<file path="src/rtl/ing_stats_pkg.sv">
// Constants, register map and bus types shared by the ingress statistics CSR block
// Design files refer to these through ing_stats_pkg:: scoped names
package ing_stats_pkg;

    ////////////////////////////////////////
    // Sizes and constants
    ////////////////////////////////////////

    localparam int num_ports      = 4;
    localparam int cntr_width     = 32;
    localparam int data_width     = 32;
    localparam int addr_width     = 4;
    localparam int cntrs_per_port = 5;
    localparam int mtu_bytes      = 2000;
    localparam int data_bytes     = 64;

    // Version 1.0 in the upper half, module ID in the lower half
    localparam logic [data_width-1:0] module_version_id = {8'd1, 8'd0, 16'd10};

    // Data path width, a reserved byte, then the port count in the low byte
    localparam logic [data_width-1:0] params_word =
        {8'd0, 8'(data_bytes), 8'd0, 8'(num_ports)};

    ////////////////////////////////////////
    // Register map and counter indexes
    ////////////////////////////////////////

    typedef enum logic [addr_width-1:0] {
        version_id       = 4'd0,
        params           = 4'd1,
        port_enable_con  = 4'd2,
        port_enable_stat = 4'd3,
        cntrs_sample_con = 4'd4,
        cntrs_read_sel   = 4'd5,
        cntrs_read_data  = 4'd6,
        total_regs       = 4'd7
    } csr_addr_e;

    // Position of each counter inside a port snapshot
    typedef enum logic [7:0] {
        cntr_pkt            = 8'd0,
        cntr_byte           = 8'd1,
        cntr_err            = 8'd2,
        cntr_async_fifo_ovf = 8'd3,
        cntr_buf_ovf        = 8'd4
    } cntr_idx_e;

    ////////////////////////////////////////
    // Bundled signals
    ////////////////////////////////////////

    typedef struct packed {
        logic                  write;
        logic                  read;
        logic [addr_width-1:0] addr;
        logic [data_width-1:0] wdata;
    } csr_req_t;

    typedef struct packed {
        logic                  rvalid;
        logic                  err;
        logic [data_width-1:0] rdata;
    } csr_rsp_t;

    // Profile counts coming from the ingress packet path
    typedef struct packed {
        logic [cntr_width-1:0] pkt_cnt;
        logic [cntr_width-1:0] byte_cnt;
        logic [cntr_width-1:0] err_cnt;
    } prof_cnts_t;

    typedef struct packed {
        logic [num_ports-1:0] async_fifo_overflow;
        logic [num_ports-1:0] buf_overflow;
    } ovf_events_t;

    typedef logic [cntrs_per_port-1:0][cntr_width-1:0] port_cntrs_t;

    typedef struct packed {
        logic [7:0] port;
        logic [7:0] cntr;
    } read_sel_t;

endpackage

</file>
<file path="src/rtl/ovf_event_counters.sv">
// Counts rising edges of the per-port overflow event lines
// A clear pulse from the snapshot stage restarts a port's counts from zero
`timescale 1ns/1ps

module ovf_event_counters (
    input  logic                                   avmm_clk_ifc,
    input  logic                                   peripheral_sresetn_core,
    input  ing_stats_pkg::ovf_events_t             events,
    input  logic [ing_stats_pkg::num_ports-1:0]    clear,
    // Per port, index 0 counts async FIFO overflows and index 1 buffer overflows
    output logic [ing_stats_pkg::num_ports-1:0][1:0][ing_stats_pkg::cntr_width-1:0] ovf_cnts
);

    // Event kind in the outer index so both kinds share one loop
    logic [1:0][ing_stats_pkg::num_ports-1:0] evt;
    logic [1:0][ing_stats_pkg::num_ports-1:0] evt_d;
    logic [1:0][ing_stats_pkg::num_ports-1:0] evt_rise;

    assign evt      = {events.buf_overflow, events.async_fifo_overflow};
    assign evt_rise = evt & ~evt_d;

    ////////////////////////////////////////
    // Edge history and counters
    ////////////////////////////////////////

    always_ff @(posedge avmm_clk_ifc) begin
        if (!peripheral_sresetn_core) begin
            evt_d    <= '0;
            ovf_cnts <= '0;
        end else begin
            evt_d <= evt;
            for (int p = 0; p < ing_stats_pkg::num_ports; p++) begin
                for (int k = 0; k < 2; k++) begin
                    // Clear wins over an event seen at the same edge
                    if (clear[p]) begin
                        ovf_cnts[p][k] <= '0;
                    end else if (evt_rise[k][p]) begin
                        ovf_cnts[p][k] <= ovf_cnts[p][k] + 1'b1;
                    end
                end
            end
        end
    end

endmodule

</file>
<file path="src/rtl/cntr_snapshot.sv">
// Latches all five counters of a port when its sample control bit rises
// Also pulses the clear line for that port's overflow counters
`timescale 1ns/1ps

module cntr_snapshot (
    input  logic                                   avmm_clk_ifc,
    input  logic                                   peripheral_sresetn_core,
    input  logic [ing_stats_pkg::num_ports-1:0]    sample_con,
    input  ing_stats_pkg::prof_cnts_t [ing_stats_pkg::num_ports-1:0] prof_cnts,
    input  logic [ing_stats_pkg::num_ports-1:0][1:0][ing_stats_pkg::cntr_width-1:0] ovf_cnts,
    output logic [ing_stats_pkg::num_ports-1:0]    clear,
    output ing_stats_pkg::port_cntrs_t [ing_stats_pkg::num_ports-1:0] snapshots
);

    logic [ing_stats_pkg::num_ports-1:0] sample_d;

    // Rising sample bit, used as both latch enable and clear pulse
    assign clear = sample_con & ~sample_d;

    ////////////////////////////////////////
    // Snapshot registers
    ////////////////////////////////////////

    always_ff @(posedge avmm_clk_ifc) begin
        if (!peripheral_sresetn_core) begin
            sample_d  <= '0;
            snapshots <= '0;
        end else begin
            sample_d <= sample_con;
            for (int p = 0; p < ing_stats_pkg::num_ports; p++) begin
                if (clear[p]) begin
                    snapshots[p][int'(ing_stats_pkg::cntr_pkt)]  <= prof_cnts[p].pkt_cnt;
                    snapshots[p][int'(ing_stats_pkg::cntr_byte)] <= prof_cnts[p].byte_cnt;
                    snapshots[p][int'(ing_stats_pkg::cntr_err)]  <= prof_cnts[p].err_cnt;
                    // Overflow counts as they stand before this edge clears them
                    snapshots[p][int'(ing_stats_pkg::cntr_async_fifo_ovf)] <= ovf_cnts[p][0];
                    snapshots[p][int'(ing_stats_pkg::cntr_buf_ovf)]        <= ovf_cnts[p][1];
                end
            end
        end
    end

endmodule

</file>
<file path="src/rtl/cntr_read_select.sv">
// Picks one snapshot counter by port and counter index for the read data register
`timescale 1ns/1ps

module cntr_read_select (
    input  logic                                   avmm_clk_ifc,
    input  logic                                   peripheral_sresetn_core,
    input  ing_stats_pkg::read_sel_t               read_sel,
    input  ing_stats_pkg::port_cntrs_t [ing_stats_pkg::num_ports-1:0] snapshots,
    output logic [ing_stats_pkg::data_width-1:0]   read_word
);

    logic [ing_stats_pkg::cntr_width-1:0] sel_word;

    // Only an in-range selection matches, anything else reads as zero
    always_comb begin
        sel_word = '0;
        for (int p = 0; p < ing_stats_pkg::num_ports; p++) begin
            for (int c = 0; c < ing_stats_pkg::cntrs_per_port; c++) begin
                if (int'(read_sel.port) == p && int'(read_sel.cntr) == c) begin
                    sel_word = snapshots[p][c];
                end
            end
        end
    end

    always_ff @(posedge avmm_clk_ifc) begin
        if (!peripheral_sresetn_core) begin
            read_word <= '0;
        end else begin
            read_word <= ing_stats_pkg::data_width'(sel_word);
        end
    end

endmodule

</file>
<file path="src/rtl/csr_regs.sv">
// Host register bank with write decode, enable status copy and registered read response
// Read data and error flag come back one cycle after the read strobe
`timescale 1ns/1ps

module csr_regs (
    input  logic                                   avmm_clk_ifc,
    input  logic                                   peripheral_sresetn_core,
    input  ing_stats_pkg::csr_req_t                req,
    output ing_stats_pkg::csr_rsp_t                rsp,
    input  logic [ing_stats_pkg::data_width-1:0]   read_word,
    output logic [ing_stats_pkg::num_ports-1:0]    ports_enable,
    output logic [ing_stats_pkg::num_ports-1:0]    sample_con,
    output ing_stats_pkg::read_sel_t               read_sel
);

    ////////////////////////////////////////
    // Control registers
    ////////////////////////////////////////

    logic [ing_stats_pkg::data_width-1:0] port_enable_con_q;
    logic [ing_stats_pkg::num_ports-1:0]  port_enable_stat_q;
    logic [ing_stats_pkg::data_width-1:0] sample_con_q;
    logic [ing_stats_pkg::data_width-1:0] read_sel_q;

    ing_stats_pkg::csr_addr_e             addr_e;
    logic                                 addr_err;
    logic [ing_stats_pkg::data_width-1:0] rd_mux;

    logic                                 rvalid_q;
    logic                                 err_q;
    logic [ing_stats_pkg::data_width-1:0] rdata_q;

    assign addr_e   = ing_stats_pkg::csr_addr_e'(req.addr);
    assign addr_err = (req.addr >= ing_stats_pkg::total_regs);

    always_ff @(posedge avmm_clk_ifc) begin
        if (!peripheral_sresetn_core) begin
            // All ports come up enabled
            port_enable_con_q  <= {{(ing_stats_pkg::data_width-ing_stats_pkg::num_ports){1'b0}},
                                   {ing_stats_pkg::num_ports{1'b1}}};
            port_enable_stat_q <= '1;
            sample_con_q       <= '0;
            read_sel_q         <= '0;
        end else begin
            port_enable_stat_q <= port_enable_con_q[ing_stats_pkg::num_ports-1:0];
            if (req.write) begin
                case (addr_e)
                    ing_stats_pkg::port_enable_con:  port_enable_con_q <= req.wdata;
                    ing_stats_pkg::cntrs_sample_con: sample_con_q      <= req.wdata;
                    ing_stats_pkg::cntrs_read_sel:   read_sel_q        <= req.wdata;
                    // Read-only and unmapped words ignore writes
                    default: ;
                endcase
            end
        end
    end

    assign ports_enable = port_enable_con_q[ing_stats_pkg::num_ports-1:0];
    assign sample_con   = sample_con_q[ing_stats_pkg::num_ports-1:0];
    assign read_sel     = read_sel_q[$bits(ing_stats_pkg::read_sel_t)-1:0];

    ////////////////////////////////////////
    // Read path
    ////////////////////////////////////////

    // Unmapped words fall to the default and read as zero
    always_comb begin
        case (addr_e)
            ing_stats_pkg::version_id:       rd_mux = ing_stats_pkg::module_version_id;
            ing_stats_pkg::params:           rd_mux = ing_stats_pkg::params_word;
            ing_stats_pkg::port_enable_con:  rd_mux = port_enable_con_q;
            ing_stats_pkg::port_enable_stat: rd_mux = ing_stats_pkg::data_width'(port_enable_stat_q);
            ing_stats_pkg::cntrs_sample_con: rd_mux = sample_con_q;
            ing_stats_pkg::cntrs_read_sel:   rd_mux = read_sel_q;
            ing_stats_pkg::cntrs_read_data:  rd_mux = read_word;
            default:                         rd_mux = '0;
        endcase
    end

    always_ff @(posedge avmm_clk_ifc) begin
        if (!peripheral_sresetn_core) begin
            rvalid_q <= 1'b0;
            err_q    <= 1'b0;
        end else begin
            rvalid_q <= req.read;
            err_q    <= req.read && addr_err;
        end
    end

    // Data only moves on a read strobe
    always_ff @(posedge avmm_clk_ifc) begin
        if (req.read) begin
            rdata_q <= rd_mux;
        end
    end

    assign rsp = '{rvalid: rvalid_q, err: err_q, rdata: rdata_q};

endmodule

</file>
<file path="src/rtl/ing_stats_csr_top.sv">
// Ingress statistics CSR block for the packet router
// Chains overflow counting, snapshot, read selection and the host register bank
`timescale 1ns/1ps

module ing_stats_csr_top (
    input  logic                                   avmm_clk_ifc,
    input  logic                                   peripheral_sresetn_core,
    input  ing_stats_pkg::csr_req_t                req,
    output ing_stats_pkg::csr_rsp_t                rsp,
    input  ing_stats_pkg::prof_cnts_t [ing_stats_pkg::num_ports-1:0] prof_cnts,
    input  ing_stats_pkg::ovf_events_t             events,
    output logic [ing_stats_pkg::num_ports-1:0]    ports_enable
);

    logic [ing_stats_pkg::num_ports-1:0][1:0][ing_stats_pkg::cntr_width-1:0] ovf_cnts;
    logic [ing_stats_pkg::num_ports-1:0]          cnts_clear;
    ing_stats_pkg::port_cntrs_t [ing_stats_pkg::num_ports-1:0] snapshots;
    logic [ing_stats_pkg::num_ports-1:0]          sample_con;
    ing_stats_pkg::read_sel_t                     read_sel;
    logic [ing_stats_pkg::data_width-1:0]         read_word;

    ////////////////////////////////////////
    // Counter pipeline
    ////////////////////////////////////////

    ovf_event_counters u_ovf_event_counters (
        .avmm_clk_ifc            ( avmm_clk_ifc            ),
        .peripheral_sresetn_core ( peripheral_sresetn_core ),
        .events                  ( events                  ),
        .clear                   ( cnts_clear              ),
        .ovf_cnts                ( ovf_cnts                )
    );

    cntr_snapshot u_cntr_snapshot (
        .avmm_clk_ifc            ( avmm_clk_ifc            ),
        .peripheral_sresetn_core ( peripheral_sresetn_core ),
        .sample_con              ( sample_con              ),
        .prof_cnts               ( prof_cnts               ),
        .ovf_cnts                ( ovf_cnts                ),
        .clear                   ( cnts_clear              ),
        .snapshots               ( snapshots               )
    );

    cntr_read_select u_cntr_read_select (
        .avmm_clk_ifc            ( avmm_clk_ifc            ),
        .peripheral_sresetn_core ( peripheral_sresetn_core ),
        .read_sel                ( read_sel                ),
        .snapshots               ( snapshots               ),
        .read_word               ( read_word               )
    );

    // Host side
    csr_regs u_csr_regs (
        .avmm_clk_ifc            ( avmm_clk_ifc            ),
        .peripheral_sresetn_core ( peripheral_sresetn_core ),
        .req                     ( req                     ),
        .rsp                     ( rsp                     ),
        .read_word               ( read_word               ),
        .ports_enable            ( ports_enable            ),
        .sample_con              ( sample_con              ),
        .read_sel                ( read_sel                )
    );

endmodule

</file>
<file path="config.mk">
export PLATFORM = sky130hd
export DESIGN_NAME = ing_stats_csr_top
export DESIGN_NICKNAME = d
export VERILOG_FILES = /design/src/rtl/ing_stats_pkg.sv /design/src/rtl/ovf_event_counters.sv /design/src/rtl/cntr_snapshot.sv /design/src/rtl/cntr_read_select.sv /design/src/rtl/csr_regs.sv /design/src/rtl/ing_stats_csr_top.sv
export SDC_FILE = /design/constraint.sdc
export NUM_CORES = 2
export LEC_CHECK = 0
export CAP_MARGIN = 40
export CORE_MARGIN = 4
export CORE_UTILIZATION = 60
export CTS_BUF_LIST = sky130_fd_sc_hd__clkbuf_8
export CTS_CLUSTER_SIZE = 24
export DETAILED_ROUTE_END_ITERATION = 12
export DONT_BUFFER_PORTS = 1
export PLACE_DENSITY = 0.76
export SLEW_MARGIN = 5
export SYNTH_ARGS = -nofsm -noshare
export SYNTH_HDL_FRONTEND = slang
export SYNTH_SLANG_ARGS = --single-unit
</file>
<file path="constraint.sdc">
create_clock -name avmm_clk_ifc -period 3.65 [get_ports avmm_clk_ifc]
set_clock_uncertainty 0.15 [all_clocks]
set_input_delay 0.365 -clock avmm_clk_ifc [delete_from_list [all_inputs] [get_ports avmm_clk_ifc]]
set_output_delay 0.365 -clock avmm_clk_ifc [all_outputs]
set_load 0.01 [all_outputs]
</file>
==> metrics <==
NumNets Final 6,359; initial core utilization 60.64%; total global-route track usage 44.68%; Yosys reg bits 1,074; vias per cell 6.400; Cells after Synth 5,564; Max VDD drop 398.9 uV; Die W 280 um; EDFF count, synth 32; Hold Crit Class in2reg; startpoint class of the critical path register; Max Cap Violations 0; Iter 0 DRT Violations 6,042; H-tree depth 4; worst path required time 4.21 ns; post-DP HPWL 120.6 mm; sequential share of power 51.3%; WL/cell 25.83 um; FP Rows 99; P_sw 5.734 mW; fraction of registers with async set/reset 0%; Top Ports 470; initial antenna violation count 29; Int Pwr 17.64 mW; GR Layer Usage met3 15.36%; DRT antenna net count 0; worst slew pin tran 0.9250 ns; gr busiest metal met2; clk sinks 1,074; register area share after synthesis 49.16%; Final Cell Area 53,330 um2; switching share of power 24.54%; layout cells sized above 1 7.407%; die area 78,400 um2; hold violation total from the final report 0; Setup Viol. Count Final 0; WL final 181.7 mm; Final Cycle Share 98.48%; CTS tree done; gr ovfl total 0; Power Dens Cells 438.2 nW/um2; vias in the first global route 41,850; Area Overhead vs Synth 20.14%; part of the power in combinational logic 4.8%; outcome completed; Synth Area per Inst 7.978 um2; Fmax achieved 278.2 MHz; die height 280 um; Static Leak 18.33 nW; critical path type reg2reg; RSZ-0062 raised after global routing no; Crit path arrival time 4.15 ns; drc violations 0; M1 GR Usage 58.39%; clock power share 43.9%; Synth Warn # 0; worst skew pair latency 0.82 ns; Worst-path clk slew 0.06 ns; Slew Viols, Final 0; Fin Setup TNS 0 ns; Placed Cells 6,258; crit end category register; CTS Buf Count 168; Final Non-Filler Cells 7,033; IO Port Bufs 0; largest net degree at the start of global routing 161; final core occ 72.85%; Post-Place Cell Area 45,340 um2; worst rel slew slack 38.34%; first drt pass iteration count 9; Worst Path Max Fanout 19; met2 GRT Util 65.85%; syn_nets 6,004; RD Place Congestion 1.033; vias after detailed routing 45,010; first-pass GRT wire length 264.6 mm; Core Area 73,210 um2; CTS Buffer Depth 3; Distinct cells, synth 73; cell area after synthesis 44,390 um2; Root Buffer clkbuf_8; crit path time final 3.594 ns; Synth Flop Type dfxtp_1
[sequential cells by signal, summed over array words and instances (netlist names), 8 cells and up]
| signal | flops |
|---|---|
| u_ovf_event_counters.ovf_cnts | 256 |
| u_csr_regs.sample_con_q | 32 |
| u_cntr_snapshot.snapshots | 640 |
| u_cntr_read_select.read_word | 32 |
| u_csr_regs.port_enable_con_q | 32 |
| u_csr_regs.read_sel_q | 32 |
| u_csr_regs.rdata_q | 32 |
| u_ovf_event_counters.evt_d | 8 |
[kinds of logic (layout without fill, tap and decap cells)]
family	count (synthesis)	count (layout)	synth area share, %
simple gates	2471	2471	23.43
compound gates	1317	1317	17.13
flops	1074	1074	49.16
buf+inv	420	904	3.749
xor+xnor	211	211	4.163
mux	63	63	2.142
fa+ha+maj	8	8	0.2255
other cells	0	26	0
[stage by stage]
stage	hold slack [ns]	setup slack [ns]	total power, mW
2_1_floorplan	0.2812	0.9180	12.64
4_1_cts	0.005648	0.08587	23.21
3_3_place_gp	0.2909	-0.03216	12.85
5_1_grt	0.04160	0.006830	23.94
6_report	0.06137	0.05558	23.37
3_5_place_dp	0.2933	-0.08320	12.86
[worst max-delay path: stages (launching register included)]
cell and delay (ns):
dfxtp_1 0.34, or4_4 0.66, or4_1 0.54, buf_4 0.26, nor2_4 0.17, buf_4 0.17
buf_4 0.11, a221o_1 0.14, a21oi_1 0.11, o21ai_0 0.37, o211ai_1 0.20, a21oi_1 0.24
[path summary, 6_finish.rpt]
check | start | endpoint | slack, ns | cells after the start
setup reg to reg | u_csr_regs.read_sel_q[10] | u_cntr_read_select.read_word[13] | 0.06 | 11
hold reg to reg | u_cntr_snapshot.snapshots[50] | u_cntr_snapshot.snapshots[50] | 0.30 | 2
setup / recovery | u_csr_regs.read_sel_q[10] | u_cntr_read_select.read_word[13] | 0.06 | 11
hold / removal | peripheral_sresetn_core | u_ovf_event_counters.evt_d[0] | 0.06 | 2
[synthesized netlist by cell type, drive strengths merged, types with 32 or more instances]
| cell type | count | share of area, % |
|---|---|---|
| nand4 | 56 | 0.79 |
| o21ai | 128 | 1.4 |
| nor3 | 33 | 0.37 |
| and3 | 53 | 0.75 |
| nor2 | 326 | 2.9 |
| dfxtp | 1042 | 47 |
| clkbuf | 339 | 2.9 |
| nand3 | 104 | 1.2 |
| edfxtp | 32 | 2.2 |
| mux2i | 32 | 0.72 |
| xor2 | 153 | 3.0 |
| o221ai | 32 | 0.63 |
| a221oi | 41 | 0.81 |
| nand2 | 1714 | 15 |
| buf | 54 | 0.65 |
| o22ai | 35 | 0.49 |
| or3 | 44 | 0.62 |
| a21oi | 863 | 9.7 |
| xnor2 | 58 | 1.1 |
| a22oi | 95 | 1.6 |
[per-layer routing]
metal	vias to the layer above	share of wire (%)
met4	18	5.9
met1	21290	38
li1	19700	-
met5	-	0.069
met2	3236	42
met3	759	14
[power groups by stage]
stage	logic [mW]	registers, mW	clock network, mW
floorplan	0.460	12.2	0
global placement	0.623	12.2	0
detailed placement	0.631	12.2	0
CTS	1.06	12.0	10.2
global route	1.19	12.0	10.8
finish	1.13	12.0	10.3
[cell type report]
cell class | instances | area [um2]
flip-flops and latches | 1074 | 21830
clock inverters | 94 | 553.0
clock buffers | 205 | 2821
diodes | 26 | 65.06
multi-input cells | 4070 | 21020
fillers | 5233 | 19880
repair buffers | 578 | 5734
well taps | 959 | 1200
inverters | 27 | 108.9
[layout by cell type (no fill, tap or decap), types with 35 or more instances in the layout]
| master | n |
|---|---|
| a21oi_1 | 863 |
| a221oi_1 | 41 |
| a22oi_1 | 95 |
| and3_1 | 53 |
| buf_4 | 112 |
| clkbuf_8 | 205 |
| dfxtp_1 | 1040 |
| dlygate4sd3_1 | 443 |
| inv_1 | 87 |
| nand2_1 | 1709 |
| nand3_1 | 104 |
| nand4_1 | 56 |
| nor2_1 | 316 |
| o21ai_0 | 126 |
| o22ai_1 | 35 |
| or3_1 | 44 |
| xnor2_1 | 58 |
| xor2_1 | 153 |
[what timing repair did]
item | 4_1_cts | 5_1_grt
pin swaps | 0 | 2
hold endpoints to repair | 682 | 0
resized for setup | 1 | 2
hold buffers | 445 | 0
setup buffers | 0 | 4
endpoints found under the setup margin | 1 | 2
Power figures use the tool's default switching activity.
